--- config.mk ---
export PLATFORM = sky130hd
export DESIGN_NAME = rayTop
export DESIGN_NICKNAME = d
export VERILOG_FILES = /design/src/design/rayPkg.sv /design/src/design/fracMultiplier.sv /design/src/design/fixedSqrt.sv /design/src/design/calcRay.sv /design/src/design/streamFifo.sv /design/src/design/rayTop.sv
export SDC_FILE = /design/constraint.sdc
export NUM_CORES = 1
export LEC_CHECK = 0
export ABC_AREA = 1
export BUFFER_PORTS_ARGS = -buffer_cell sky130_fd_sc_hd__buf_4
export CAP_MARGIN = 20
export CORE_MARGIN = 5
export CORE_UTILIZATION = 45
export CTS_CLUSTER_DIAMETER = 100
export DETAILED_ROUTE_END_ITERATION = 12
export HOLD_SLACK_MARGIN = 0.08
export PLACE_DENSITY_LB_ADDON = 0.3
export SLEW_MARGIN = 20
export SYNTH_ARGS = -nofsm -noshare
export SYNTH_HDL_FRONTEND = slang
export SYNTH_SLANG_ARGS = --single-unit
--- constraint.sdc ---
create_clock -name clk -period 8.5 [get_ports clk]
set_input_delay 0.425 -clock clk [delete_from_list [all_inputs] [get_ports clk]]
set_output_delay 0.425 -clock clk [all_outputs]
set_load 0.03 [all_outputs]
--- src/design/rayPkg.sv ---
`default_nettype none

package rayPkg;

	// ****************************************
	// Input and output formats
	// ****************************************

	// Signed coordinates x and y
	localparam int inWidth = 8;
	localparam int inFracWidth = 4;

	// Unsigned radius r
	localparam int outWidth = 8;
	localparam int outFracWidth = 4;

	// ****************************************
	// Internal datapath widths
	// ****************************************

	// A square keeps every product bit, the root halves them again later
	localparam int squareWidth = 2 * inWidth;
	localparam int squareFracWidth = 2 * inFracWidth;

	// Adding two squares needs one extra bit
	localparam int sumWidth = squareWidth + 1;

	// One root bit per pipeline stage
	localparam int sqrtWidth = (sumWidth + 1) / 2;
	localparam int sqrtFracWidth = squareFracWidth / 2;

	// Depth of the stream buffers around the datapath
	localparam int fifoDepth = 4;

	// Squarer, sum register, root stages and rescale register
	localparam int rayLatency = 3 + sqrtWidth;

endpackage

`default_nettype wire

--- src/design/fracMultiplier.sv ---
`timescale 1ns/100ps
`default_nettype none

module fracMultiplier (
	input wire logic clk,
	input wire logic rstN,
	input wire logic en,
	input wire logic signed [rayPkg::inWidth-1:0] a,
	input wire logic signed [rayPkg::inWidth-1:0] b,
	output logic [rayPkg::squareWidth-1:0] result
);

	// The raw product carries twice the input fraction bits
	localparam int alignShift = 2 * rayPkg::inFracWidth - rayPkg::squareFracWidth;

	logic signed [rayPkg::squareWidth-1:0] product;
	logic signed [rayPkg::squareWidth-1:0] aligned;

	assign product = a * b;

	// Arithmetic shift so that a negative product keeps its sign
	assign aligned = product >>> alignShift;

	// Product register, frozen while the pipeline is stalled
	always_ff @(posedge clk or negedge rstN) begin
		if (!rstN) begin
			result <= '0;
		end else if (en) begin
			result <= aligned;
		end
	end

endmodule

`default_nettype wire

--- src/design/fixedSqrt.sv ---
`timescale 1ns/100ps
`default_nettype none

module fixedSqrt (
	input wire logic clk,
	input wire logic rstN,
	input wire logic en,
	input wire logic radicalValid,
	input wire logic [rayPkg::sumWidth-1:0] radical,
	output logic [rayPkg::sqrtWidth-1:0] q,
	output logic qValid
);

	localparam int stages = rayPkg::sqrtWidth;
	localparam int radWidth = 2 * stages;
	// Partial remainder never exceeds twice the partial root
	localparam int remWidth = stages + 2;

	// ****************************************
	// Stage registers
	// ****************************************

	logic [radWidth-1:0] radReg [stages];
	logic [remWidth-1:0] remReg [stages];
	logic [stages-1:0] rootReg [stages];
	logic [stages-1:0] validReg;

	logic [radWidth-1:0] radNext [stages];
	logic [remWidth-1:0] remNext [stages];
	logic [stages-1:0] rootNext [stages];

	logic [radWidth-1:0] radIn;
	logic [remWidth-1:0] remIn;
	logic [stages-1:0] rootIn;
	logic [remWidth+1:0] shifted;
	logic [remWidth+1:0] trial;
	logic [remWidth+1:0] diff;

	// ****************************************
	// Restoring step per stage
	// ****************************************

	always_comb begin
		for (int k = 0; k < stages; k++) begin
			int prev;
			prev = (k == 0) ? 0 : k - 1;
			if (k == 0) begin
				// The radical is padded to an even number of bits
				radIn = radWidth'(radical);
				remIn = '0;
				rootIn = '0;
			end else begin
				radIn = radReg[prev];
				remIn = remReg[prev];
				rootIn = rootReg[prev];
			end
			// Bring down the next bit pair, most significant pair first
			shifted = {remIn, radIn[2*(stages-1-k) +: 2]};
			trial = {2'b00, rootIn, 2'b01};
			diff = shifted - trial;
			if (shifted >= trial) begin
				remNext[k] = diff[remWidth-1:0];
				rootNext[k] = {rootIn[stages-2:0], 1'b1};
			end else begin
				remNext[k] = shifted[remWidth-1:0];
				rootNext[k] = {rootIn[stages-2:0], 1'b0};
			end
			radNext[k] = radIn;
		end
	end

	always_ff @(posedge clk) begin
		if (en) begin
			for (int k = 0; k < stages; k++) begin
				radReg[k] <= radNext[k];
				remReg[k] <= remNext[k];
				rootReg[k] <= rootNext[k];
			end
		end
	end

	// One valid bit travels alongside each radical
	always_ff @(posedge clk or negedge rstN) begin
		if (!rstN) begin
			validReg <= '0;
		end else if (en) begin
			validReg <= {validReg[stages-2:0], radicalValid};
		end
	end

	assign q = rootReg[stages-1];
	assign qValid = validReg[stages-1];

endmodule

`default_nettype wire

--- src/design/calcRay.sv ---
`timescale 1ns/100ps
`default_nettype none

module calcRay (
	input wire logic clk,
	input wire logic rstN,
	input wire logic inValid,
	output logic inReady,
	input wire logic signed [rayPkg::inWidth-1:0] x,
	input wire logic signed [rayPkg::inWidth-1:0] y,
	output logic outValid,
	input wire logic outReady,
	output logic [rayPkg::outWidth-1:0] r
);

	localparam int nOfInputs = 2;

	// Fraction alignment between the root and the output format
	localparam int upShift = (rayPkg::outFracWidth > rayPkg::sqrtFracWidth) ?
		rayPkg::outFracWidth - rayPkg::sqrtFracWidth : 0;
	localparam int downShift = (rayPkg::sqrtFracWidth > rayPkg::outFracWidth) ?
		rayPkg::sqrtFracWidth - rayPkg::outFracWidth : 0;
	localparam int scaleWidth = (rayPkg::sqrtWidth + upShift > rayPkg::outWidth) ?
		rayPkg::sqrtWidth + upShift : rayPkg::outWidth + 1;

	logic en;
	logic signed [rayPkg::inWidth-1:0] coord [nOfInputs];
	logic [rayPkg::squareWidth-1:0] square [nOfInputs];
	logic sqValid;
	logic [rayPkg::sumWidth-1:0] sum;
	logic sumValid;
	logic [rayPkg::sqrtWidth-1:0] root;
	logic rootValid;
	logic [scaleWidth-1:0] scaled;
	logic [rayPkg::outWidth-1:0] rNext;

	// ****************************************
	// Stall control
	// ****************************************

	// A result that cannot leave freezes every stage at once
	assign en = !(outValid && !outReady);
	assign inReady = en;

	// ****************************************
	// Squarers and sum
	// ****************************************

	assign coord[0] = x;
	assign coord[1] = y;

	for (genvar gi = 0; gi < nOfInputs; gi++) begin : squareGen
		fracMultiplier squarer (
			.clk(clk),
			.rstN(rstN),
			.en(en),
			.a(coord[gi]),
			.b(coord[gi]),
			.result(square[gi])
		);
	end

	always_ff @(posedge clk) begin
		if (en) begin
			sum <= {1'b0, square[0]} + {1'b0, square[1]};
		end
	end

	always_ff @(posedge clk or negedge rstN) begin
		if (!rstN) begin
			sqValid <= 1'b0;
			sumValid <= 1'b0;
		end else if (en) begin
			sqValid <= inValid;
			sumValid <= sqValid;
		end
	end

	fixedSqrt sqrtFp (
		.clk(clk),
		.rstN(rstN),
		.en(en),
		.radicalValid(sumValid),
		.radical(sum),
		.q(root),
		.qValid(rootValid)
	);

	// ****************************************
	// Rescale and saturate
	// ****************************************

	assign scaled = (scaleWidth'(root) << upShift) >> downShift;
	// Any bit above the output width clips to the largest value
	assign rNext = (|scaled[scaleWidth-1:rayPkg::outWidth]) ? '1 :
		scaled[rayPkg::outWidth-1:0];

	always_ff @(posedge clk) begin
		if (en) begin
			r <= rNext;
		end
	end

	always_ff @(posedge clk or negedge rstN) begin
		if (!rstN) begin
			outValid <= 1'b0;
		end else if (en) begin
			outValid <= rootValid;
		end
	end

endmodule

`default_nettype wire

--- src/design/streamFifo.sv ---
`timescale 1ns/100ps
`default_nettype none

module streamFifo #(
	parameter type payloadType = logic [7:0]
) (
	input wire logic clk,
	input wire logic rstN,
	input wire logic inValid,
	output logic inReady,
	input wire payloadType inData,
	output logic outValid,
	input wire logic outReady,
	output payloadType outData
);

	localparam int ptrWidth = (rayPkg::fifoDepth > 1) ? $clog2(rayPkg::fifoDepth) : 1;
	localparam int countWidth = $clog2(rayPkg::fifoDepth + 1);
	localparam logic [ptrWidth-1:0] lastPtr = ptrWidth'(rayPkg::fifoDepth - 1);
	localparam logic [countWidth-1:0] fullCount = countWidth'(rayPkg::fifoDepth);

	payloadType mem [rayPkg::fifoDepth];
	logic [ptrWidth-1:0] wrPtr;
	logic [ptrWidth-1:0] rdPtr;
	logic [countWidth-1:0] count;
	logic push;
	logic pop;

	assign inReady = count != fullCount;
	assign outValid = count != '0;
	// Head entry is shown directly, so a write is visible one cycle later
	assign outData = mem[rdPtr];
	assign push = inValid && inReady;
	assign pop = outValid && outReady;

	always_ff @(posedge clk) begin
		if (push) begin
			mem[wrPtr] <= inData;
		end
	end

	always_ff @(posedge clk or negedge rstN) begin
		if (!rstN) begin
			wrPtr <= '0;
			rdPtr <= '0;
			count <= '0;
		end else begin
			if (push) begin
				wrPtr <= (wrPtr == lastPtr) ? '0 : wrPtr + 1'b1;
			end
			if (pop) begin
				rdPtr <= (rdPtr == lastPtr) ? '0 : rdPtr + 1'b1;
			end
			// Simultaneous push and pop leaves the count unchanged
			if (push && !pop) begin
				count <= count + 1'b1;
			end else if (pop && !push) begin
				count <= count - 1'b1;
			end
		end
	end

endmodule

`default_nettype wire

--- src/design/rayTop.sv ---
`timescale 1ns/100ps
`default_nettype none

module rayTop (
	input wire logic clk,
	input wire logic rstN,
	input wire logic inValid,
	output logic inReady,
	input wire logic signed [rayPkg::inWidth-1:0] x,
	input wire logic signed [rayPkg::inWidth-1:0] y,
	output logic rValid,
	input wire logic rReady,
	output logic [rayPkg::outWidth-1:0] r
);

	// Point stream between the input buffer and the datapath
	logic ptValid;
	logic ptReady;
	logic [2*rayPkg::inWidth-1:0] ptData;

	// Radius stream between the datapath and the output buffer
	logic resValid;
	logic resReady;
	logic [rayPkg::outWidth-1:0] resData;

	// x travels in the upper half of the point word
	streamFifo #(
		.payloadType(logic [2*rayPkg::inWidth-1:0])
	) pointFifo (
		.clk(clk),
		.rstN(rstN),
		.inValid(inValid),
		.inReady(inReady),
		.inData({x, y}),
		.outValid(ptValid),
		.outReady(ptReady),
		.outData(ptData)
	);

	calcRay rayCalc (
		.clk(clk),
		.rstN(rstN),
		.inValid(ptValid),
		.inReady(ptReady),
		.x(ptData[2*rayPkg::inWidth-1 -: rayPkg::inWidth]),
		.y(ptData[rayPkg::inWidth-1:0]),
		.outValid(resValid),
		.outReady(resReady),
		.r(resData)
	);

	streamFifo #(
		.payloadType(logic [rayPkg::outWidth-1:0])
	) radiusFifo (
		.clk(clk),
		.rstN(rstN),
		.inValid(resValid),
		.inReady(resReady),
		.inData(resData),
		.outValid(rValid),
		.outReady(rReady),
		.outData(r)
	);

endmodule

`default_nettype wire

==> out/qor.yml <==
logic_synthesis:
  syn_area_per_cell_um2: 9.854
  ys_seq_area_share_pct: 50.05
  synth-seq-cells: 370
  syn-cell-area_mm2: 0.02164
  yosys_warnings: 0
  async_flop_share_pct: 15.14
  synth_edf_count: 314
  ys_types: 52
  synth-main-ff-cell: "edfxtp_1"
  syn_inst: 2196
  synth_fp_nets: 2437
setup_path:
  cp-end-kind: "register"
  criticalPathCategory: "reg2reg"
  worst-path-max-fanout: 19
  cp.required_ns: 8.92
  cp-start-kind: "register"
  crit_arrival_ns: 5.73
min_path:
  min_path_type: "in2reg"
global_routing:
  first_global_vias: 14660
  grt_usage_pct: 15.71
  antenna_found_initial: 1
  grt_pass1_wl_mm: 69.43
  overflow: 0
  grt_max_degree: 83
timing:
  fin_crit_ns: 5.308
  rsz0062_at_grt: "false"
  timing.final.crit_share_pct: 62.45
  max_slew.worst_pin.slew_ns: 1.014
  drv_slew: 0
  relSlewSlack_pct: 31.82
  skew_ns: 0.02091
  setup_tns_ns: 0
  hold_violations: 0
  fmax_ghz: 0.1884
  setup_viol: 0
clock_tree:
  cts_max_level: 2
  cts_setup_buffers: 0
  clkSinkCount: 370
  cts_tree: "built"
  cts_buffers: 41
  root_buffer: "clkbuf_16"
  path_clk_slew_ns: 0.06
  clkLatencyLatePin_ns: 0.55
  clockBufferDepth: 3
cells_and_area:
  final_common_cell: "nand2_1"
  fin_nets: 2503
  area_delta_synth_final_pct: 10.69
  layout_common_cells: "nand2_1 (522), inv_1 (380), edfxtp_1 (314)"
  drive_above_1_share_pct: 7.977
  antenna_cells: 0
place:
  dp_hpwl_mm: 29.85
  io_buffers: 29
  gp_congestion: 0.8502
routing:
  routed_wl_mm: 40.26
  via_per_inst: 4.927
  drtIter0Drc: 747
  firstDrtPassIters: 6
  ant_nets: 0
  wl_per_cell_um: 13.84
  num_vias: 14330
  drc: 0
run:
  cap_violations: 0
die:
  fp.dieW_um: 229.3
  die-area_mm2: 0.05257
  ios: 30
  core_mm2: 0.04765
  std_cell_rows: 80
  start_util_pct: 45.42
  die_h_um: 229.3
outcome:
  outcome: "finished, final reports clean"
## layout make-up
type	count	area (um2)
Fill cell	4322	23690
Sequential cell	370	10830
Multi-Input combinational cell	1396	9077
Inverter	401	1528
Clock buffer	54	1146
Tap cell	615	769.5
Timing Repair Buffer	52	432.9
Clock inverter	21	167.7
## kinds of logic (layout without fill, tap and decap cells)
logic type               after synthesis  after routing  synth area share [%]
multiplexers                           1              1               0.05203
flip-flops                           370            370                 50.05
AO/OA/AOI/OAI                        228            228                 6.036
buffers and inverters                430            528                 8.106
adder cells (fa/ha/maj)              221            221                 15.76
AND/OR/NAND/NOR                      879            879                 17.31
other                                  1              1               0.01733
XOR/XNOR                              66             66                 2.671
## cells in the mapped netlist (7+ instances only)
library cell	n	area share (%)
xor2_1	44	1.8
o21ai_0	97	2.2
xnor2_1	22	0.89
nand4_1	28	0.81
dfrtp_1	56	6.5
o21bai_1	8	0.28
nor2_2	9	0.26
nand3_1	96	2.2
inv_1	380	6.6
nand2_1	522	9.1
a21oi_1	77	1.8
ha_1	135	7.8
fa_1	86	8.0
edfxtp_1	314	44
a21o_1	7	0.24
inv_2	13	0.23
or2_2	10	0.29
o21ai_1	7	0.16
nand2_2	11	0.32
o22ai_1	8	0.23
nor2_4	10	0.52
nor2_1	172	3.0
clkbuf_1	8	0.14
## routing by layer
metal / GRT usage [%] / wire (um) / up-vias
met5: 0 / 13 / -
met4: 4.698 / 989 / 2
met3: 2.613 / 1419 / 68
met2: 28.18 / 20400 / 205
met1: 19.56 / 17440 / 6819
li1: - / - / 7239
## worst max-delay path: stages, from the launching register on
cell     delay, ns
dfrtp_1       0.75
inv_4         0.26
a21oi_1       0.22
a32oi_2       0.09
inv_2         0.18
nor2_1        0.09
fa_1          0.68
inv_1         0.14
fa_1          0.56
inv_1         0.06
fa_1          0.53
inv_1         0.05
fa_1          0.52
inv_1         0.04
ha_1          0.34
nand2_1       0.10
nor2_1        0.16
nand3_1       0.12
nand3_1       0.10
nand2_1       0.05
nand3_1       0.07
nand2_1       0.06
## registers in the layout, summed over array words and instances (netlist names)
register	count
pointFifo.count	3
pointFifo.mem	64
pointFifo.rdPtr	2
pointFifo.wrPtr	2
radiusFifo.count	3
radiusFifo.mem	32
radiusFifo.rdPtr	2
radiusFifo.wrPtr	2
rayCalc.outValid	1
rayCalc.r	8
rayCalc.sqValid	1
rayCalc.sqrtFp.radReg	79
rayCalc.sqrtFp.remReg	76
rayCalc.sqrtFp.rootReg	38
rayCalc.sqrtFp.validReg	9
rayCalc.squareGen.squarer.result	30
rayCalc.sum	17
rayCalc.sumValid	1
## what timing repair did
action / CTS / global route
hold buffers: 17 / 0
endpoints found under the setup margin: 0 / 0
hold endpoints to repair: 120 / 0
resized for setup: 0 / 0
## metrics by stage
step	util, %	hold WS [ns]	worst slack, ns	std cells	instance area [um2]
global placement	47.16	0.4004	3.309	2817	22470
finish	50.27	0.2485	3.192	2909	23950
global route	50.27	0.2462	2.731	2909	23950
CTS	50.27	0.2233	3.175	2909	23950
floorplan	-	0.1294	1.038	2196	21640
detailed placement	47.16	0.4045	3.192	2817	22470
## worst paths after layout
check	from	end	slack, ns	depth (start not counted)
setup / recovery	pointFifo.rdPtr[1]$_DFFE_PN0P_	rayCalc.squareGen[0].squarer.result[14]$_DFFE_PN0N_	3.19	21
hold / removal	rReady	radiusFifo.rdPtr[1]$_DFFE_PN0P_	0.25	4
setup reg to reg	pointFifo.rdPtr[1]$_DFFE_PN0P_	rayCalc.squareGen[0].squarer.result[14]$_DFFE_PN0N_	3.19	21
hold reg to reg	rayCalc.sqrtFp.radReg[0][22]$_DFFE_PN_	rayCalc.sqrtFp.radReg[0][40]$_DFFE_PN_	0.41	0
max in group asynchronous	rstN	rayCalc.sqrtFp.validReg[3]$_DFFE_PN0N_	7.45	2
min in group asynchronous	rstN	pointFifo.count[0]$_DFFE_PN0P_	0.48	2
Power is not shown: default switching activity piles up to over one toggle a cycle in this logic, so the estimate is an artifact.
